`src/common/l1_cache_pkg.sv`:
```
package l1_cache_pkg;

	// Cache geometry
	localparam int NUM_WAYS  = 4;
	localparam int WAY_BITS  = 2;
	localparam int NUM_SETS  = 16;
	localparam int SET_BITS  = 4;
	localparam int WORD_BITS = 3;   // 8 words per 64-byte line
	localparam int TAG_BITS  = 22;
	localparam int DATA_BITS = 64;

	// Short age period for simulation, tick when all ones
	localparam int AGE_BITS = 6;

	// Status 0 marks an invalid line
	localparam logic [1:0] STATUS_MRU = 2'd3;

	typedef struct packed {
		logic [TAG_BITS-1:0]  tag;
		logic [SET_BITS-1:0]  set;
		logic [WORD_BITS-1:0] word;
		logic [2:0]           byte_off;   // Unused, reads are word wide
	} cache_addr_t;

	typedef struct packed {
		cache_addr_t          addr;
		logic [DATA_BITS-1:0] data;
	} wr_cmd_t;

	// One way's view of the write set
	typedef struct packed {
		logic       match;    // Tag equal, valid or not
		logic [1:0] status;
	} way_probe_t;

	// Per-way control from the controller
	typedef struct packed {
		logic write;
		logic set_mru;   // Read hit on this way
		logic age;
	} way_op_t;

endpackage

```
`src/hw/way_ctrl.sv`:
```
`timescale 1ns/1ps

module way_ctrl (
	input  logic                                           iCLOCK,
	input  logic                                           inRESET,
	input  logic                                           remove,
	input  logic                                           rd_req,
	input  l1_cache_pkg::cache_addr_t                      rd_addr,
	input  logic                                           rd_stall,
	input  logic                                           wr_req,
	input  l1_cache_pkg::wr_cmd_t                          wr_cmd,
	input  logic [l1_cache_pkg::NUM_WAYS-1:0]              rd_hit,
	input  l1_cache_pkg::way_probe_t [l1_cache_pkg::NUM_WAYS-1:0] probe,
	output l1_cache_pkg::way_op_t [l1_cache_pkg::NUM_WAYS-1:0]    op,
	output logic                                           rd_busy,
	output logic                                           take,
	output logic                                           advance
);
	import l1_cache_pkg::*;

	logic [AGE_BITS-1:0] age_timer;
	logic                age_tick;
	logic                same_set;
	logic [WAY_BITS-1:0] wr_way;
	logic [NUM_WAYS-1:0] wr_sel;
	logic [NUM_WAYS-1:0] first_hit;
	logic                any_match;
	logic [1:0]          min_status;

	// Matching tag first, then lowest status in way order
	function automatic logic [WAY_BITS-1:0] pick_way(input way_probe_t [NUM_WAYS-1:0] p);
		logic [WAY_BITS-1:0] sel;
		logic                found;
		sel   = WAY_BITS'(NUM_WAYS - 1);
		found = 1'b0;
		for (int w = 0; w < NUM_WAYS; w++) begin
			if (!found && p[w].match) begin
				sel   = WAY_BITS'(w);
				found = 1'b1;
			end
		end
		for (int lvl = 0; lvl < 3; lvl++) begin
			for (int w = 0; w < NUM_WAYS; w++) begin
				if (!found && p[w].status == 2'(lvl)) begin
					sel   = WAY_BITS'(w);
					found = 1'b1;
				end
			end
		end
		return sel;
	endfunction

	assign same_set = rd_addr.set == wr_cmd.addr.set;
	assign advance  = !rd_stall;
	assign rd_busy  = rd_stall ||
		(rd_req && wr_req && same_set && rd_addr.tag == wr_cmd.addr.tag);
	assign take     = rd_req && !rd_busy;

	// Pauses under back-pressure and keeps counting through a flush
	always_ff @(posedge iCLOCK or negedge inRESET) begin
		if (!inRESET) begin
			age_timer <= '0;
		end else if (advance) begin
			age_timer <= age_timer + 1'b1;
		end
	end

	assign age_tick  = advance && (&age_timer) && !wr_req;   // Lost when a write lands
	assign wr_way    = pick_way(probe);
	assign first_hit = rd_hit & (~rd_hit + 1'b1);

	always_comb begin
		for (int w = 0; w < NUM_WAYS; w++) begin
			wr_sel[w]     = wr_req && !remove && wr_way == WAY_BITS'(w);
			op[w].write   = wr_sel[w];
			// Write owns the line when both land on it
			op[w].set_mru = take && !remove && first_hit[w] && !(wr_sel[w] && same_set);
			op[w].age     = age_tick && !remove;
		end
	end

	// Lowest status in the write set and whether any way holds the tag
	always_comb begin
		any_match  = 1'b0;
		min_status = STATUS_MRU;
		for (int w = 0; w < NUM_WAYS; w++) begin
			if (probe[w].match) begin
				any_match = 1'b1;
			end
			if (probe[w].status < min_status) begin
				min_status = probe[w].status;
			end
		end
	end

	// A write reuses the way holding its tag, otherwise a way of the lowest status
	a_write_way_rule: assert property (@(posedge iCLOCK) disable iff (!inRESET)
		wr_req && !remove |->
		(any_match ? probe[wr_way].match : probe[wr_way].status == min_status));

endmodule

```
`config.mk`:
```
export PLATFORM = sky130hd
export DESIGN_NAME = way_ctrl
export DESIGN_NICKNAME = d
export VERILOG_FILES = /design/src/common/l1_cache_pkg.sv /design/src/hw/way_ctrl.sv
export SDC_FILE = /design/constraint.sdc
export NUM_CORES = 1
export LEC_CHECK = 0
export BUFFER_PORTS_ARGS = -buffer_cell sky130_fd_sc_hd__buf_2
export CORE_ASPECT_RATIO = 1.25
export CORE_MARGIN = 5
export CORE_UTILIZATION = 29
export DETAILED_ROUTE_END_ITERATION = 10
export HOLD_SLACK_MARGIN = 0.02
export PLACE_DENSITY = 0.86
export SLEW_MARGIN = 20
export SYNTH_ARGS = -nofsm -noshare
export SYNTH_HDL_FRONTEND = slang
export SYNTH_SLANG_ARGS = --single-unit
```
`constraint.sdc`:
```
create_clock -name iCLOCK -period 3 [get_ports iCLOCK]
set_input_delay 0.15 -clock iCLOCK [delete_from_list [all_inputs] [get_ports iCLOCK]]
set_output_delay 0.15 -clock iCLOCK [all_outputs]
set_load 0.01 [all_outputs]
```
== Yosys cells after proc, flatten, opt, wreduce, memory -nomap -nowiden ==
Cells that the tools add are included.

* Register bits after elaboration: 6
* Input bits: 150
* Output and inout port bits: 15

* $add $sub $neg: 2
* Equal/unequal tests: 13
* Muxes and demuxes: 31
* Bitwise operators: 2
* Reduce and logical (&&, ||, !) cells: 70

{| class="wikitable"
|+ Operators with widths
! operator !! number
|-
| 1-bit logical AND || 40
|-
| 2-bit 2-to-1 mux || 16
|-
| 1-bit logical NOT || 23
|-
| 22-bit == test || 1
|-
| 1-bit 2-to-1 mux || 15
|-
| 2-bit == test, second input constant || 6
|-
| 2-bit by 1-bit == test with 1-bit output, second input constant || 5
|-
| 2-bit logical NOT || 5
|-
| 6-bit by 1-bit adder with 6-bit output, second input constant || 1
|-
| 6-bit AND reduction || 1
|-
| 4-bit by 1-bit adder with 4-bit output, second input constant || 1
|-
| 4-bit bitwise AND || 1
|-
| 4-bit == test || 1
|-
| 4-bit NOT || 1
|-
| 1-bit logical OR || 1
|}

== Logic depth before layout (Yosys ltp) ==
Gate-level depths: netlist of run 1.

* Depth in word-level cells: 51
* Mapped depth: 5
* Depth with buffers taken out: 5

== Worst setup path before layout of run 1 ==
OpenSTA, ideal clock, no wires.

* Path type: input -> output
* Start point: input port probe[5] (netlist name)
* End point: output port op[10] (netlist name)
* Arrival: 1.657 ns
* Slack: 1.193 ns
* Stages on the path: 4
* Path through: or4_4 -> a21o_1 -> o311a_4 -> a311oi_1

{| class="wikitable"
|+ RTL lines
! element !! line !! RTL
|-
| start, declared || way_ctrl.sv:13 || <nowiki>input l1_cache_pkg::way_probe_t [l1_cache_pkg::NUM_WAYS-1:0] probe,</nowiki>
|-
| end, declared || way_ctrl.sv:14 || <nowiki>output l1_cache_pkg::way_op_t [l1_cache_pkg::NUM_WAYS-1:0] op,</nowiki>
|}

==> qor.txt, run 1 <==
=========================================================================================
Die Span X                                                                        61.1 um
Initial DRT Pass Iterations                                                             4
Time the final worst path needs with I/O delays and setup                         2.09 ns
# diodes                                                                                0
Floorplan core area                                                           0.00317 mm2
Initial core utilization                                                            0.299
Routed len/inst                                                                   13.8 um
Classification of the worst-slack hold path                                  input port to flop
Largest registers                                                            age_timer (6)
Reg with most FFs                                                               age_timer
Most used DFF post-synth                                                          dfrtp_1
Sum of negative setup slack                                                          0 ns
CTS H-tree lvls                                                                         1
CTS root buf                                                                     clkbuf_8
Wire length of the first global-routing pass                                      5.37 mm
Vias in the first global route                                                       1283
Share of the clock period used by the worst path after layout                       0.698
Setup Buffers After CTS                                                                 0
Critical path's slowest cell                                                        or4_4
Proportion of register bits with asynchronous set or reset after synthesis           1.00
Unique cell type count in the Yosys netlist                                            32
RSZ-0062 raised after global routing                                                   no
Result of the run                                                            finished, final reports clean
Post-synthesis net count                                                              272
Synthesized area divided by synthesized cell count                               7.82 um2
Max reg flops                                                                           6
Count of standard-cell rows                                                            23
Sequential cell area fraction in the yosys report                                   0.159
Dominant cells by area after synthesis                                       xor2_1 (21%), dfrtp_1 (16%), xnor2_1 (7.4%)
Most numerous cell on the critical path                                             buf_2
Data arrival time at the worst-slack endpoint                                     1.94 ns
Final max-slew violation count                                                          0
Full die area                                                                 0.00451 mm2
Setup Skew                                                                    0.000708 ns
Pwr dens                                                                       339 mW/mm2
Global-route total usage across every layer                                         0.157
Sort of element at the end of the critical path                               output port
Total CTS buffers                                                                       3
First-iteration detailed-routing DRC count                                             74
Number of routed nets with antenna violations                                           0
Cells along the critical path                                                buf_2, or4_4, a21o_1, o311a_4, a2111oi_2, buf_2
Aggregate global routing overflow                                                       0
TritonCTS clock tree                                                                 done
Area Overhead vs Synth                                                              54.5%
Height of the die                                                                 73.9 um
Cts repair resizes                                                                      0
Clock sink count                                                                        6
Max-cap viol count                                                                      0
DRC violations left                                                                     0
Number of synthesized flops with an enable pin                                          0
Synthesized flop and latch total                                                        6
Final total power                                                              0.000495 W
Number of buffers inserted by port buffering                                           88
Detail-routed via count per cell                                                     5.08
Cell area after technology mapping                                                946 um2
Yosys warning total                                                                     0
Share of final-layout standard cells stronger than drive strength 1                 0.462
Slew at the pin closest to its max-slew limit                                    0.451 ns
Number of buffers on the longest clock path                                             2
Fmax                                                                            0.478 GHz
Vias                                                                                 1254
Antenna violations before repair                                                        1
Number of fill cells in the layout                                                    331
Maximum fanout count along the critical path                                            4
Cell count after synthesis                                                            121
Critical path start-end classification                                       input port to output port
Slowest stage delay, CP                                                           0.55 ns
Final core utilization                                                              0.462
Clock network latency to the later pin of the worst-skew pair                     0.23 ns
Post-synth top area share                                                           0.213
Dpl hpwl                                                                          3.02 mm
CTS clock-pin slew for the worst setup and hold paths                             0.04 ns
Number of nets at the end of the flow                                                 363
Critical path launch point type                                                input port
Peak supply drop                                                                   308 uV
Number of setup violations in the final report                                          0
Maximum number of pins on one net before global-route repair                            7
Cell type with the highest aggregate area in the netlist                           xor2_1
Number of top-level design ports                                                      165
Slew Limit Headroom                                                                 0.696
Hold violation count in the final report                                                0
Worst EP required                                                                 2.85 ns
Final routed wirelength across all metal layers                                   3.40 mm
Final GP Congestion                                                                 0.917
Leakage Power                                                                    0.718 nW
Count of hold-fix buffers inserted at cts                                               1
=========================================================================================
-- path summary, 6_finish.rpt --
kind / cells past startpoint / slack (ns) / from / endpoint
setup / recovery: 6 / 0.91 / probe[5] / op[4]
hold / removal: 2 / 0.15 / rd_stall / age_timer[0]
setup reg to reg: 2 / 1.94 / age_timer[0] / age_timer[1]
hold reg to reg: 1 / 0.48 / age_timer[5] / age_timer[5]
max in group asynchronous: 2 / 2.57 / inRESET / age_timer[1]
min in group asynchronous: 2 / 0.29 / inRESET / age_timer[0]
-- per-stage QoR --
step | hold WS (ns) | instances | cell area (um2) | worst slack [ns]
2_1_floorplan | -0.146 | 121 | 946 | 1.19
3_3_place_gp | -0.0221 | 243 | 1410 | 0.899
3_5_place_dp | -0.0210 | 243 | 1410 | 0.897
4_1_cts | 0.146 | 247 | 1460 | 0.895
5_1_grt | 0.165 | 247 | 1460 | 0.845
6_report | 0.147 | 247 | 1460 | 0.906
-- final cells by class --
| type | instances | area, um2 | share of cell area |
|---|---|---|---|
| clock buffers | 3 | 41.3 | 0.0283 |
| inverters | 4 | 15.0 | 0.0103 |
| well taps | 37 | 46.3 | 0.0317 |
| repair buffers | 89 | 450 | 0.308 |
| flip-flops and latches | 6 | 150 | 0.103 |
| multi-input cells | 108 | 758 | 0.519 |
-- cells by family (layout without fill, tap and decap cells) --
family,Yosys count,count (layout),synth area share
AND/OR/NAND/NOR,54,54,0.310
XOR/XNOR,31,31,0.287
AO/OA/AOI/OAI,21,21,0.180
buffers and inverters,7,96,0.0397
flip-flops,6,6,0.159
adder cells (fa/ha/maj),1,1,0.0132
multiplexers,1,1,0.0119
-- cells in the final DEF, fill, tap and decap left out, drive strengths merged --
cell type    count
or3              1
o221ai           1
nand2b           5
a311oi           2
clkbuf           3
and2b            1
a21o             1
o21ai            5
o311ai           1
xor2            23
o311a            1
nand4            6
nand3b           1
xnor2            8
nor2             9
dfrtp            6
nor2b            2
or4              1
buf             88
nor3             7
a21oi            3
nand2            9
nor4            11
a21boi           1
a211oi           3
mux2             1
dlygate4sd3      1
a2111oi          1
and2             1
o21bai           1
inv              4
o22ai            1
ha               1
-- synth_stat cells (3+ instances only) --
cell	number
nand2_1	9
buf_4	3
nand4_1	6
o21ai_0	4
nor4_1	11
a21oi_1	3
nor2_1	9
xor2_1	23
xnor2_1	8
inv_1	4
a211oi_1	3
nor3_1	7
dfrtp_1	6
nand2b_1	5
-- layer usage --
layer | vias up | wire length [um] | track usage
li1 | 624 | - | -
met1 | 537 | 1220 | 0.170
met2 | 83 | 1590 | 0.271
met3 | 8 | 527 | 0.0756
met4 | 2 | 49 | 0.0361
met5 | - | 13 | 0
-- worst max-delay path: cells and delay by family --
kind | cells | cell delay, ns
simple gates | 1 | 0.55
compound gates | 3 | 0.92
buf+inv | 2 | 0.32
-- power breakdown --
part	internal (W)	total, W	leakage (nW)	switching [W]
sequential	0.000124	0.000163	0.0720	0.0000386
combinational	0.000113	0.000210	0.625	0.0000965
clock	0.0000863	0.000122	0.0216	0.0000359
total	0.000324	0.000495	0.718	0.000171
Note: power is estimated with default switching activity, not from simulation.
==> run 2, diff against run 1 <==
CORE_UTILIZATION = 27   (was 29)
PLACE_DENSITY = 0.81   (was 0.86)
clock period = 2.05 ns   (was 3 ns; I/O delays follow)
==> run 2 against run 1 <==
Against the previous run:
- register-to-register slack lost 0.99 ns
- clock skew is essentially flat
- final area grew 0.17%
- sequential share of layout area is essentially flat
- clock power grew 46%
- clock-buffer cell count is the same
- sequential power grew 47%
- first-iteration DRC count shrank 14%
- core utilization shrank 3.4 points
- worst setup slack lost 0.81 ns
- critical path type unchanged
- critical endpoint unchanged
==> qor.txt, run 2 (same netlist as run 1, synthesis figures left out) <==
==================================================================================
Die Span X                                                                 62.9 um   +3.0%
Vias in the first global route                                                1276   -0.55%
Sum of negative setup slack                                                   0 ns   unchanged
Slew Limit Headroom                                                          0.650   -0.0465
Wire length of the first global-routing pass                               5.43 mm   +1.2%
Global-route total usage across every layer                                  0.136   -0.0213
Worst EP required                                                          1.95 ns   -0.90 ns
Reg with most FFs                                                        age_timer
Initial DRT Pass Iterations                                                      4   unchanged
Area Overhead vs Synth                                                       54.8%
Final max-slew violation count                                                   0   unchanged
Full die area                                                          0.00479 mm2   +6.3%
CTS root buf                                                              clkbuf_8
Leakage Power                                                             0.718 nW   unchanged
Number of fill cells in the layout                                             356   +7.6%
Clock network latency to the later pin of the worst-skew pair              0.22 ns   about the same
Pwr dens                                                                501 mW/mm2   +48%
Data arrival time at the worst-slack endpoint                              1.85 ns   -0.09 ns
Final routed wirelength across all metal layers                            3.34 mm   -1.6%
Final core utilization                                                       0.428   -0.0340
Max-cap viol count                                                               0   unchanged
Number of buffers inserted by port buffering                                    88   unchanged
Number of top-level design ports                                               165   unchanged
Time the final worst path needs with I/O delays and setup                  1.95 ns
Critical path's slowest cell                                                 or4_4
First-iteration detailed-routing DRC count                                      64   -14%
Peak supply drop                                                            672 uV   +120%
Setup Skew                                                             0.000734 ns   +0.0000265 ns
GR Layer Usage met1                                                          0.148   -0.0213
Peak-usage layer in the global routing report                                 met2
RSZ-0062 raised after global routing                                            no
Sort of element at the end of the critical path                        output port
Share of the clock period used by the worst path after layout                0.951
Count of standard-cell rows                                                     24   +4.3%
Clock sink count                                                                 6   unchanged
Routed len/inst                                                            13.4 um   -2.4%
DRC violations left                                                              0   unchanged
Met3 Resource Use GR                                                        0.0575   -0.0180
M2 GR Usage                                                                  0.232   -0.0386
Number of setup violations in the final report                                   0   unchanged
Number of nets at the end of the flow                                          363   unchanged
Number of routed nets with antenna violations                                    0   unchanged
Critical path start-end classification                                input port to output port
TritonCTS clock tree                                                          done
Initial core utilization                                                     0.276   -0.0225
Share of final-layout standard cells stronger than drive strength 1          0.462   unchanged
Dpl hpwl                                                                   2.99 mm   -1.0%
Largest registers                                                     age_timer (6)
Total CTS buffers                                                                3   unchanged
Cell area after placement                                              0.00141 mm2   +0.18%
Slowest stage delay, CP                                                    0.55 ns   about the same
Maximum number of pins on one net before global-route repair                     7   unchanged
Floorplan core area                                                    0.00342 mm2   +8.1%
Slew at the pin closest to its max-slew limit                             0.520 ns   +0.0691 ns
Result of the run                                                     finished, final reports clean
Vias                                                                          1238   -1.3%
Buffer and inverter count on the worst path                                      2   unchanged
# diodes                                                                         0   unchanged
Cts repair resizes                                                               0   unchanged
Critical path launch point type                                         input port
Height of the die                                                          76.2 um   +3.1%
Maximum fanout count along the critical path                                     4   unchanged
Antenna violations before repair                                                 0   -1
Commonest non-fill, non-tap cell in the layout                               buf_2
Final GP Congestion                                                          0.877   -4.4%
Cells along the critical path                                         buf_2, or4_4, a21o_1, o311a_4, a2111oi_2, buf_2
CP delay by family, top                                               compound AO/OA/AOI/OAI gates
Detail-routed via count per cell                                              4.97   -2.1%
Most numerous cell on the critical path                                      buf_2
Commonest cells after routing, fill and taps aside                    buf_2 (88), xor2_1 (23), nor4_1 (11), nor2_1 (9), nand2_1 (9)
Number of buffers on the longest clock path                                      2   unchanged
Hold violation count in the final report                                         0   unchanged
CTS clock-pin slew for the worst setup and hold paths                      0.04 ns   about the same
Post-route standard cell area excluding fillers                        0.00146 mm2   +0.17%
CTS H-tree lvls                                                                  1   unchanged
Aggregate global routing overflow                                                0   unchanged
Fmax                                                                     0.513 GHz
Max reg flops                                                                    6   unchanged
Classification of the worst-slack hold path                           input port to flop
==================================================================================
==> run 2: cell counts in the layout (fill, tap and decap cells not counted) <==
Identical to the previous run, type by type.
==> run 2: routing by layer <==
| layer | wire length, um | vias to the layer above |
|---|---|---|
| met3 | 413 | 9 |
| met4 | 67 | 0 |
| met5 | 0 | - |
| li1 | - | 623 |
| met1 | 1230 | 534 |
| met2 | 1640 | 72 |
==> run 2: worst paths after layout <==
path,depth (start not counted),slack (ns),startpoint,end
max,6,0.1,probe[5],op[4]
min,2,0.10,rd_stall,age_timer[0]
max reg2reg,2,0.95,age_timer[0],age_timer[1]
min reg2reg,1,0.47,age_timer[5],age_timer[5]
max in group asynchronous,2,1.66,inRESET,age_timer[1]
min in group asynchronous,2,0.24,inRESET,age_timer[3]
==> run 2: what timing repair did <==
item                      CTS  global route
setup buffers               0             0
hold endpoints to repair    6             0
hold buffers                1             0
==> run 2: power breakdown <==
| group | switching [W] | internal [W] | leakage, nW | total [W] |
|---|---|---|---|---|
| logic | 0.000147 | 0.000169 | 0.625 | 0.000316 |
| registers | 0.0000571 | 0.000182 | 0.0720 | 0.000239 |
| clock network | 0.0000518 | 0.000126 | 0.0216 | 0.000178 |
| total | 0.000256 | 0.000477 | 0.718 | 0.000733 |
==> run 2: cell type report <==
class | count | area [um2] | area share
well taps | 39 | 48.8 | 0.0333
inverters | 4 | 15.0 | 0.0103
multi-input cells | 108 | 758 | 0.518
flip-flops and latches | 6 | 150 | 0.103
repair buffers | 89 | 450 | 0.308
clock buffers | 3 | 41.3 | 0.0282
==> run 2: stage by stage <==
| stage | instances | setup WS (ns) | total power (W) | hold slack [ns] |
|---|---|---|---|---|
| floorplan | 121 | 0.338 | 0.000408 | -0.193 |
| finish | 249 | 0.0994 | 0.000733 | 0.105 |
| global placement | 245 | 0.129 | 0.000535 | -0.0693 |
| CTS | 249 | 0.0987 | 0.000740 | 0.102 |
| global route | 249 | 0.0158 | 0.000797 | 0.123 |
| detailed placement | 245 | 0.103 | 0.000546 | -0.0693 |
