$ cat src/common/l1_cache_pkg.sv
package l1_cache_pkg;

	// Cache geometry
	localparam int NUM_WAYS  = 4;
	localparam int WAY_BITS  = 2;
	localparam int NUM_SETS  = 16;
	localparam int SET_BITS  = 4;
	localparam int WORD_BITS = 3;   // 8 words per 64-byte line
	localparam int TAG_BITS  = 22;
	localparam int DATA_BITS = 64;

	// Short age period for simulation, tick when all ones
	localparam int AGE_BITS = 6;

	// Status 0 marks an invalid line
	localparam logic [1:0] STATUS_MRU = 2'd3;

	typedef struct packed {
		logic [TAG_BITS-1:0]  tag;
		logic [SET_BITS-1:0]  set;
		logic [WORD_BITS-1:0] word;
		logic [2:0]           byte_off;   // Unused, reads are word wide
	} cache_addr_t;

	typedef struct packed {
		cache_addr_t          addr;
		logic [DATA_BITS-1:0] data;
	} wr_cmd_t;

	// One way's view of the write set
	typedef struct packed {
		logic       match;    // Tag equal, valid or not
		logic [1:0] status;
	} way_probe_t;

	// Per-way control from the controller
	typedef struct packed {
		logic write;
		logic set_mru;   // Read hit on this way
		logic age;
	} way_op_t;

endpackage

$ cat src/hw/read_return.sv
`timescale 1ns/1ps

module read_return (
	input  logic                                                         iCLOCK,
	input  logic                                                         inRESET,
	input  logic                                                         remove,
	input  logic                                                         take,
	input  logic                                                         advance,
	input  logic [l1_cache_pkg::NUM_WAYS-1:0]                            way_hit,
	input  logic [l1_cache_pkg::NUM_WAYS-1:0][l1_cache_pkg::DATA_BITS-1:0] rd_word,
	output logic                                                         rd_valid,
	output logic                                                         rd_hit,
	output logic [l1_cache_pkg::DATA_BITS-1:0]                           rd_data
);
	import l1_cache_pkg::*;

	logic                 take_q;
	logic [NUM_WAYS-1:0]  hit_q;
	logic [DATA_BITS-1:0] hit_word;

	// Lines up with the word registers inside the ways
	always_ff @(posedge iCLOCK or negedge inRESET) begin
		if (!inRESET) begin
			take_q <= 1'b0;
			hit_q  <= '0;
		end else if (remove) begin
			take_q <= 1'b0;   // Drop the read in flight
			hit_q  <= '0;
		end else if (advance) begin
			take_q <= take;
			hit_q  <= way_hit;
		end
	end

	// At most one way hits, so an OR of the masked words is enough
	always_comb begin
		hit_word = '0;
		for (int w = 0; w < NUM_WAYS; w++) begin
			if (hit_q[w]) begin
				hit_word = hit_word | rd_word[w];
			end
		end
	end

	assign rd_valid = take_q && advance;   // Low while back-pressured
	assign rd_hit   = rd_valid && (|hit_q);
	assign rd_data  = rd_hit ? hit_word : '0;

	// Fills reuse the way that already holds the tag, so one tag per set
	a_hit_onehot: assert property (@(posedge iCLOCK) disable iff (!inRESET)
		$onehot0(hit_q));

endmodule

$ cat config.mk
export PLATFORM = sky130hd
export DESIGN_NAME = read_return
export DESIGN_NICKNAME = d
export VERILOG_FILES = /design/src/common/l1_cache_pkg.sv /design/src/hw/read_return.sv
export SDC_FILE = /design/constraint.sdc
export NUM_CORES = 1
export LEC_CHECK = 0
export BUFFER_PORTS_ARGS = -buffer_cell sky130_fd_sc_hd__buf_4
export CORE_AREA = 2 2 130 132
export CTS_BUF_LIST = sky130_fd_sc_hd__clkbuf_4 sky130_fd_sc_hd__clkbuf_8
export DETAILED_ROUTE_END_ITERATION = 8
export DIE_AREA = 0 0 132 134
export GPL_TIMING_DRIVEN = 0
export HOLD_SLACK_MARGIN = 0.15
export PLACE_DENSITY = 0.4
export SYNTH_ARGS = -nofsm -noshare
export SYNTH_HDL_FRONTEND = slang
export SYNTH_SLANG_ARGS = --single-unit
$ cat constraint.sdc
create_clock -name iCLOCK -period 1.41 [get_ports iCLOCK]
set_clock_uncertainty 0.1 [all_clocks]
set_input_delay 0.0705 -clock iCLOCK [delete_from_list [all_inputs] [get_ports iCLOCK]]
set_output_delay 0.0705 -clock iCLOCK [all_outputs]
set_load 0.03 [all_outputs]
# ---- Yosys cells after proc, flatten, opt, wreduce, memory -nomap -nowiden
# Cells that the tools add are included.
dict set report classes {
  addsub 0
  mul 0
  div_mod_pow 0
  magnitude_cmp 0
  n_eq_ne 0
  n_shift 0
  n_mux 9
  bitwise 3
  reduce_logical 4
}
# op count
set op_table {}
lappend op_table {{$mux W64} 5}
lappend op_table {{$or A64 B64 Y64} 3}
lappend op_table {{$mux W4} 2}
lappend op_table {{$reduce_or A4 Y1} 1}
lappend op_table {{$logic_and A1 B1 Y1} 2}
lappend op_table {{$mux W1} 2}
lappend op_table {{$reduce_bool A2 Y1} 1}
dict set report word_totals {
  register_bits 5
  latch_bits 0
  ram_bits 0
  romBits 0
  input_bits 265
  output_inout_bits 66
  elab_cells 18
  n_memories 0
}

# ---- Depth between registers and ports, before layout
# Gate-level depths: netlist of run 1.
dict set report logic_depth {
  ltp_word 8
  depth_mapped 5
  depth_no_buf 2
}

# ---- Worst setup path after synthesis of run 1
# OpenSTA, ideal clock, no wires.
dict set report synth_path {
  path_type {reg2out}
  startpoint {reg hit_q[0]}
  endpoint {out rd_data[24] in the netlist's numbering}
  arrival_time_ps 1559
  t_required_ps 1240
  setup_slack_ps -319
  path_stages_with_launch 5
  path_cell_list {dfrtp_1 buf_4 clkbuf_4 a22oi_1 a211oi_1}
}
dict set report synth_between {
  elab_chain_len 8
  word_cells_on_any_way 10
}
# item line_no
set synth_rtl {}
lappend synth_rtl {{start: declaration} read_return.sv:18} ;# logic [NUM_WAYS-1:0] hit_q;
lappend synth_rtl {{start signal: assignment} read_return.sv:31} ;# hit_q <= way_hit;
lappend synth_rtl {{$mux W64} read_return.sv:39} ;# if (hit_q[w]) begin
lappend synth_rtl {{$or A64 B64 Y64} read_return.sv:40} ;# hit_word = hit_word | rd_word[w];
lappend synth_rtl {{$mux W64} read_return.sv:39}
lappend synth_rtl {{$or A64 B64 Y64} read_return.sv:40}
lappend synth_rtl {{$mux W64} read_return.sv:39}
lappend synth_rtl {{$or A64 B64 Y64} read_return.sv:40}
lappend synth_rtl {{$mux W64} read_return.sv:39}
lappend synth_rtl {{$mux W64 *} read_return.sv:47} ;# assign rd_data = rd_hit ? hit_word : '0;
lappend synth_rtl {{end: declaration} read_return.sv:13} ;# output logic [l1_cache_pkg::DATA_BITS-1:0] rd_data
# Mark *: on every way between the ends. The rest lies on a longest branch, timed or not.

# ---- Final worst setup path of run 1
dict set report layout_path {
  startpoint {reg hit_q[2]}
  endpoint {out rd_data[24] in the netlist's numbering}
}
dict set report layout_between {
  elab_chain_len 4
  word_cells_on_any_way 6
}
# item line_no
set layout_rtl {}
lappend layout_rtl {{$mux W64} read_return.sv:39}
lappend layout_rtl {{$or A64 B64 Y64} read_return.sv:40}
lappend layout_rtl {{$mux W64} read_return.sv:39}
lappend layout_rtl {{$mux W64 *} read_return.sv:47}
# Marks and branches as above.

==> metrics.cfg, run 1 <==
[yosys]
yosysTopAreaCell=a22oi_1
synth_top_area_share_pct=47.47
synth_edf_count=0
syn_nets=519
syn_inst=254
synthDistinctLibCells=15
synth_area_leaders=a22oi_1, a211oi_1, a211oi_2
synthMostInstantiatedCell=a22oi_1
synth-seq-cells=5
synth_ff_type=dfrtp_1
yosys-top-cells-count=a22oi_1, a211oi_1, buf_2
yosysSeqAreaShare_pct=6.180
async_reset_ff_share_pct=100.0
ys.warnings.count=0
netlist_area_um2=2024
synth_area_per_cell_um2=7.970

[timing]
rsz0062_at_grt=yes
finalSetupViolCount=66
setup_tns_ns=-23.38
fin_worst_hold_slack_ns=0.4797
hold_viol_final=0
slew_viol_final=0
max_freq_mhz=546.5
setup_ws_ns=-0.4198
fin_crit_sh_pct=129.8
tightest_slew_ns=0.5730
max_slew_margin_pct=61.80
post-route-min-period_ns=1.830

[cts]
cts.root.buffer_cell=clkbuf_8
numClockSinks=5
clock_latency_ns=0.22
h-tree-depth=1
path_clk_slew_ns=0.04
cts_tree=yes
cts_buffers=3
cts_buffer_depth=2

[placed_design]
dp_cells=803
pre_cts_ws_ns=-0.3613
postPlaceCellArea_um2=5415
place_congestion=0.8141
port_buffers=329
hpwlAfterDp_um=13040

[critical_path]
r2r_end=take_q
max_stage_delay_ns=0.43
critPathTopFamily=buffers and inverters
cp_num_buf_inv=3
r2r_cells=4
worstPathMaxFanout=10
cp_slowest_cell=dfrtp_2
worstPathRequired_ns=1.24
end_kind=primary output
path_cells=nor4_4 -> buf_6 -> buf_12 -> a211oi_2 -> buf_4
start_kind=flip-flop
path_class=reg -> out
r2r-start=take_q
arrival_ns=1.66
reg2reg_slack_ns=-0.03

[routing]
dr_total_vias=3903
drc=0
drt_wl_total_um=16460
viasPerCell=4.697
first_pass_iters=4
drt-initial-drc-count=142
antenna_left=0
wl_per_cell_um=19.80

[cells_and_area]
areaGrowthSynthToFinish_pct=203.8
antenna_cells=0
final_layout_size_suffix_gt1_share_pct=75.61
fin_cells=831
postLayoutCellArea_um2=6151
final_nets=877
utilization_pct=37.76

[pwr]
p_leak_nw=2.425
irDropWorstVdd_mv=0.3602
pwr_density_cell_nw_per_um2=373.9
totalPowerFinal_mw=2.300

[grt]
grt_max_degree=11
grt_pass1_vias=4199
grt_overflow_total=0
grt_util_all_layers_pct=17.20
antenna_found_initial=0
grt_pass1_wl_um=24290

[floorplan]
core_um2=16290
die_h_um=134
ios=331
rows=47
dieArea_um2=17690
start_util_pct=12.43
dieWidth_um=132

[status]
violations=negative setup slack
outcome=finished, violations left

[hold_path]
hp-start=remove
hold_end=hit_q[2]
min_path_type=in -> reg
hold_depth=3

[flow_run]
cap_violations=0

## flip-flops by register name (all words and copies together) (netlist names)
signal  cells
hit_q       4
take_q      1
## where the power goes
part	total [mW]	leakage (nW)	switching, mW	internal [mW]
clock	0.286	0.0262	0.0725	0.213
sequential	0.163	0.0635	0.00983	0.153
combinational	1.85	2.34	0.882	0.969
total	2.30	2.42	0.964	1.34
## area by class of cell
class / count / area [µm²]
inverters: 1 / 3.754
clock buffers: 4 / 48.80
well taps: 220 / 275.3
multi-input cells: 205 / 2307
flip-flops and latches: 5 / 127.6
plain buffers: 43 / 431.7
fillers: 1682 / 10140
repair buffers: 353 / 2957
## worst max-delay path by stage
stage | from | end | cells past startpoint
6_report | hit_q[2] | rd_data[24] | 5
5_1_grt | hit_q[2] | rd_data[24] | 5
4_1_cts | hit_q[2] | rd_data[15] | 5
3_5_place_dp | hit_q[3] | rd_data[24] | 5
3_3_place_gp | hit_q[3] | rd_data[24] | 5
2_1_floorplan | take_q | rd_data[43] | 4
## tightest hold or removal path, stage by stage
cell and delay [ns]:
dlygate4sd3_1 0.53, buf_4 0.13, nor2_1 0.04
## cell usage in the layout, fill, tap and decap left out, types with 4 or more instances in the layout
| cell type | Yosys | layout |
|---|---|---|
| buf_12 | 0 | 9 |
| nor2_1 | 6 | 5 |
| dlygate4sd3_1 | 0 | 9 |
| buf_6 | 3 | 64 |
| buf_2 | 23 | 4 |
| a211oi_2 | 21 | 7 |
| a22oi_1 | 128 | 126 |
| mux2i_1 | 5 | 5 |
| a211oi_4 | 0 | 57 |
| buf_4 | 11 | 304 |
## per-layer routing
layer	GRT usage [%]	wire (µm)
met4	3.623	347
met5	0	0
met2	32.06	8771
met3	3.023	1085
met1	20.61	6251
## logic make-up after synthesis
kind of cell	after synthesis	share of synthesized area (%)
mux	5	2.472
buf+inv	44	12.92
simple gates	8	2.040
compound gates	192	76.39
flops	5	6.180
## what timing repair did
item,in CTS,in global routing
cloned,2,3
pin swaps,1,5
setup endpoints to repair,66,66
endpoints found under the hold margin,10,0
resized for setup,80,50
setup buffers,6,6
hold buffers,9,0
Power figures use the tool's default switching activity.
==> run 2, diff against run 1 <==
Clock period 1.41 ns to 1.97 ns, I/O delays scaled along.
==> run 2 against run 1 <==
- the run now ends clean
- core utilization down 7.3 points
- non-clock buffer count fell by 13
- worst hold slack lost 0.34 ns
- sequential share of layout area increased by 0.44 points
- clock power is 27% lower
- critical path depth is the same
- via count decreased by 3.7%
- combinational power down 48%
- first-iteration DRC count decreased by 1.4%
- final cell count decreased by 1.6%
- critical path type unchanged
- critical endpoint is now rd_data[34]
- largest power group unchanged
- highest routed layer unchanged
==> metrics.cfg, run 2 (synthesis gave the netlist of run 1 again) <==
[cts]
cts_buffer_depth=2  ; unchanged
numClockSinks=5  ; unchanged
cts.root.buffer_cell=clkbuf_8
h-tree-depth=1  ; unchanged
clock_latency_ns=0.22  ; about the same
path_clk_slew_ns=0.04  ; about the same
cts_tree=yes
cts_buffers=3  ; unchanged

[floorplan]
start_util_pct=12.43  ; unchanged
dieArea_um2=17690  ; unchanged
core_um2=16290  ; unchanged
rows=47  ; unchanged
ios=331  ; unchanged
dieWidth_um=132  ; unchanged
die_h_um=134  ; unchanged

[grt]
gr-usage-met1_pct=17.91  ; -2.7 points
met2_usage_pct=29.31  ; -2.7 points
grt_max_degree=11  ; unchanged
grt_pass1_vias=3901  ; -7.1%
antenna_found_initial=0  ; unchanged
use_met3_pct=3.175  ; +0.15 points
grt_util_all_layers_pct=15.16  ; -2.0 points
busiest_layer=met2
grt_overflow_total=0  ; unchanged
grt_pass1_wl_um=21600  ; -11%

[timing]
rsz0062_at_grt=yes
tightest_slew_ns=0.5948  ; +0.02176 ns
slew_viol_final=0  ; unchanged
post-route-min-period_ns=1.908
max_slew_margin_pct=60.35  ; -1.5 points
max_freq_mhz=524.2
fin_crit_sh_pct=96.83
setup_tns_ns=0  ; +23.38 ns
finalSetupViolCount=0  ; -100%
hold_viol_final=0  ; unchanged

[critical_path]
cp_slowest_cell=dfrtp_1
max_stage_delay_ns=0.37  ; -0.06 ns
start_kind=flip-flop
critPathTopFamily=buffers and inverters
cp_common_cell=buf_4
worstPathRequired_ns=1.77  ; +0.53 ns
path_cells=buf_4 -> buf_2 -> a22oi_1 -> a211oi_2 -> buf_4
worstPathMaxFanout=10  ; unchanged
arrival_ns=1.71  ; +0.05 ns
path_class=reg -> out
reg2reg_slack_ns=0.21  ; +0.24 ns
end_kind=primary output
cp_num_buf_inv=3  ; unchanged

[routing]
first_pass_iters=4  ; unchanged
viasPerCell=4.597  ; -2.1%
drt_wl_total_um=14810  ; -10%
antenna_left=0  ; unchanged
drt-initial-drc-count=140  ; -1.4%
dr_total_vias=3760  ; -3.7%
drc=0  ; unchanged
wl_per_cell_um=18.10  ; -8.6%

[flow_run]
cap_violations=0  ; unchanged

[cells_and_area]
antenna_cells=0  ; unchanged
postLayoutCellArea_um2=4969  ; -19%
top_regs=hit_q (4), take_q (1)
top_register=hit_q
final_nets=864  ; -1.5%
layout_common_cells=buf_4, a22oi_1, a211oi_1
largest_register_ffs=4  ; unchanged
final_layout_size_suffix_gt1_share_pct=66.72  ; -8.9 points
layout_commonest_cell=buf_4
areaGrowthSynthToFinish_pct=145.4

[placed_design]
hpwlAfterDp_um=11960  ; -8.3%
port_buffers=329  ; unchanged
postPlaceCellArea_um2=4770  ; -12%
place_congestion=0.7986  ; -1.9%

[pwr]
totalPowerFinal_mw=1.280  ; -44%
irDropWorstVdd_mv=0.3295  ; -8.5%
p_leak_nw=2.199  ; -9.3%
pwr_density_cell_nw_per_um2=257.5  ; -31%

[status]
outcome=finished clean

[hold_path]
min_path_type=in -> reg

-- run 2: cell count changes in the layout (fill, tap and decap cells not counted), moves of 9 or more --
cell / change
a211oi_4: -57
buf_4: +37
buf_6: -59
a211oi_2: +17
a211oi_1: +40
buf_12: -9
buf_2: +13
-- run 2: per-stage QoR --
stage | worst slack [ns] | util, % | std cells | hold WS [ns]
after floorplan | 0.2129 | - | 254 | -0.2971
after global placement | 0.05341 | 29.28 | 803 | -0.2004
after detailed placement | 0.03283 | 29.28 | 803 | -0.1950
after CTS | 0.002477 | 30.36 | 818 | 0.1566
after global routing | -0.03526 | 30.50 | 818 | 0.1802
final | 0.06236 | 30.50 | 818 | 0.1396
-- run 2: power by group --
group	internal (mW)	switching (mW)	total (mW)
Clock	0.153	0.0571	0.210
Sequential	0.109	0.00518	0.114
Combinational	0.533	0.422	0.955
-- run 2: routing by layer --
metal	vias to the layer above	routed length, µm
met4	0	72
met5	-	0
li1	1799	-
met2	198	7809
met3	6	1075
met1	1757	5848
-- run 2: repair_timing --
| item | in CTS | in global routing |
|---|---|---|
| endpoints found under the setup margin | 8 | 42 |
| hold buffers | 11 | 0 |
| cloned | 0 | 0 |
| hold endpoints to repair | 10 | 0 |
| gates resized for setup | 5 | 8 |
| setup buffers | 0 | 0 |
-- run 2: worst paths after layout --
check                      cells past startpoint     start     endpoint
min                                            3   advance     hit_q[0]
max in group asynchronous                      3   inRESET       take_q
max                                            5  hit_q[1]  rd_data[34]
min in group asynchronous                      3   inRESET     hit_q[3]
min reg2reg                                    4  hit_q[0]     hit_q[0]
max reg2reg                                    5  hit_q[3]     hit_q[3]
-- run 2: worst min-delay path, cell delays in order --
cell	delay, ns
buf_4	0.14
mux2i_1	0.08
nor2_1	0.09
-- run 2: area by class of cell --
cell class | instances | area [µm²]
buffer | 43 | 282.8
clock buffer | 4 | 48.80
fill | 1790 | 11320
inverter | 1 | 3.754
multi-input combinational | 205 | 1653
sequential | 5 | 125.1
tap | 220 | 275.3
timing repair buffer | 340 | 2580
==> run 3, diff against run 2 <==
Settings changed: BUFFER_PORTS_ARGS -buffer_cell sky130_fd_sc_hd__buf_4 to not set, CORE_AREA 2 2 130 132 to 2 2 128 130, DIE_AREA 0 0 132 134 to 0 0 130 132, DONT_BUFFER_PORTS set to 1, PLACE_DENSITY 0.4 to 0.3.
==> run 3 against run 2 <==
- critical path type unchanged
- fmax increased by 0.71%
- final cell count decreased by 40%
- die area decreased by 3.0%
- register-to-register slack improved by 0.03 ns
- via count decreased by 28%
- clock power about the same
- power decreased by 15%
- final area decreased by 35%
- sequential cell count unchanged
==> metrics.cfg, run 3 (synthesis gave the netlist of run 1 again) <==
[critical_path]
path_class=reg -> out
start_kind=flip-flop
worstPathMaxFanout=10  ; unchanged
arrival_ns=1.70  ; about the same
end_kind=primary output
worstPathRequired_ns=1.77  ; about the same

[routing]
wl_per_cell_um=25.87  ; +43%
drt-initial-drc-count=109  ; -22%
antenna_left=0  ; unchanged
drt_wl_total_um=12600  ; -15%
first_pass_iters=5  ; +1
viasPerCell=5.563  ; +21%
dr_total_vias=2709  ; -28%
drc=0  ; unchanged

[placed_design]
dp_cells=470  ; -41%
postPlaceCellArea_um2=2300  ; -52%
hpwlAfterDp_um=9743  ; -19%
port_buffers=0  ; -100%
place_congestion=0.7920  ; -0.83%

[grt]
antenna_found_initial=0  ; unchanged
grt_pass1_wl_um=17150  ; -21%
grt_max_degree=11  ; unchanged
grt_overflow_total=0  ; unchanged
grt_pass1_vias=2787  ; -29%
grt_util_all_layers_pct=13.00  ; -2.2 points

[pwr]
seqPwrFrac_pct=10.6  ; +1.7 points
clockPowerShare_pct=19.5  ; +3.1 points
combPwrFrac_pct=69.9  ; -4.7 points
pwr_density_cell_nw_per_um2=338.8  ; +32%
p_leak_nw=0.6316  ; -71%
switching_power_mw=0.5881  ; +21%
totalPowerFinal_mw=1.086  ; -15%
p_sw_share_pct=54.13  ; +16 points
irDropWorstVdd_mv=0.3141  ; -4.7%
cellInternalPower_mw=0.4983  ; -37%

[cells_and_area]
areaGrowthSynthToFinish_pct=58.41
final_nets=537  ; -38%
layout_common_cells=a22oi_1, a211oi_4, buf_4
largest_register_ffs=4  ; unchanged
top_register=hit_q
fin_cells=487  ; -40%
antenna_cells=0  ; unchanged
final_layout_size_suffix_gt1_share_pct=42.44  ; -24 points
layout_commonest_cell=a22oi_1
top_regs=hit_q (4), take_q (1)
utilization_pct=20.41  ; -10 points
postLayoutCellArea_um2=3207  ; -35%

[floorplan]
start_util_pct=12.88  ; +0.46 points
die_h_um=132  ; -1.5%
dieArea_um2=17160  ; -3.0%
rows=46  ; -2.1%
ios=331  ; unchanged
dieWidth_um=130  ; -1.5%
core_um2=15710  ; -3.5%

[cts]
numClockSinks=5  ; unchanged
h-tree-depth=1  ; unchanged
cts_tree=yes
cts.root.buffer_cell=clkbuf_8
path_clk_slew_ns=0.04  ; about the same
cts_buffer_depth=2  ; unchanged
clock_latency_ns=0.22  ; about the same
cts_buffers=3  ; unchanged

[timing]
max_slew_margin_pct=53.13  ; -7.2 points
fin_crit_sh_pct=96.15  ; -0.68 points
slew_viol_final=0  ; unchanged
tightest_slew_ns=0.7017  ; +0.1069 ns
post-route-min-period_ns=1.894  ; -0.01338 ns
max_freq_mhz=527.9  ; +0.71%
rsz0062_at_grt=yes
hold_viol_final=0  ; unchanged
finalSetupViolCount=0  ; unchanged

[flow_run]
cap_violations=0  ; unchanged

[hold_path]
min_path_type=in -> reg

[status]
outcome=finished clean

## run 3: final timing paths
| check | from | to | slack (ns) | depth (start not counted) |
|---|---|---|---|---|
| max reg2reg | hit_q[1] | hit_q[1] | 0.24 | 5 |
| min reg2reg | hit_q[2] | hit_q[2] | 0.93 | 4 |
| max in group asynchronous | inRESET | hit_q[0] | 0.99 | 2 |
| min | advance | hit_q[3] | 0.16 | 3 |
| min in group asynchronous | inRESET | take_q | 0.59 | 2 |
| max | hit_q[1] | rd_data[22] | 0.08 | 4 |
## run 3: layout make-up
cell class                 count  area, µm²
sequential                     5      125.1
buffer                        43      332.8
tap                          216      270.3
multi-input combinational    205       2303
fill                        1724      12510
clock buffer                   4      48.80
timing repair buffer          13      122.6
inverter                       1      3.754
## run 3: critical path: stages (launching register included)
cell      delay (ns)
dfrtp_1         0.41
buf_8           0.20
buf_2           0.24
a22oi_1         0.15
a211oi_4        0.46
## run 3: power by group through the flow
| stage | logic (mW) | clock network (mW) | registers (mW) |
|---|---|---|---|
| after floorplan | 0.381 | 0 | 0.114 |
| after global placement | 0.490 | 0 | 0.116 |
| after detailed placement | 0.499 | 0 | 0.116 |
| after CTS | 0.709 | 0.215 | 0.114 |
| after global routing | 0.810 | 0.226 | 0.116 |
| final | 0.759 | 0.212 | 0.115 |
## run 3: routing by layer
layer	track usage, %	share of wire (%)	vias to the layer above
met2	24.43	52	231
met4	1.314	1.5	0
met5	0	0	-
li1	-	-	1088
met1	15.94	39	1370
met3	1.948	7.7	20
## run 3: through the flow
stage | setup TNS [ns] | hold WS (ns) | setup WS, ns
CTS | -1.062 | 0.1595 | -0.2708
detailed placement | -5.782 | -0.2969 | -0.2741
global placement | -5.770 | -0.2969 | -0.2650
finish | 0 | 0.1630 | 0.07575
global route | -0.03579 | 0.1816 | -0.01508
floorplan | 0 | -0.2971 | 0.2129
## run 3: repair_timing
| item | 4_1_cts | 5_1_grt |
|---|---|---|
| setup buffers | 0 | 3 |
| pin swaps | 10 | 14 |
| hold buffers | 10 | 0 |
| setup endpoints to repair | 64 | 59 |
| gates resized for setup | 98 | 34 |
| hold endpoints to repair | 10 | 0 |
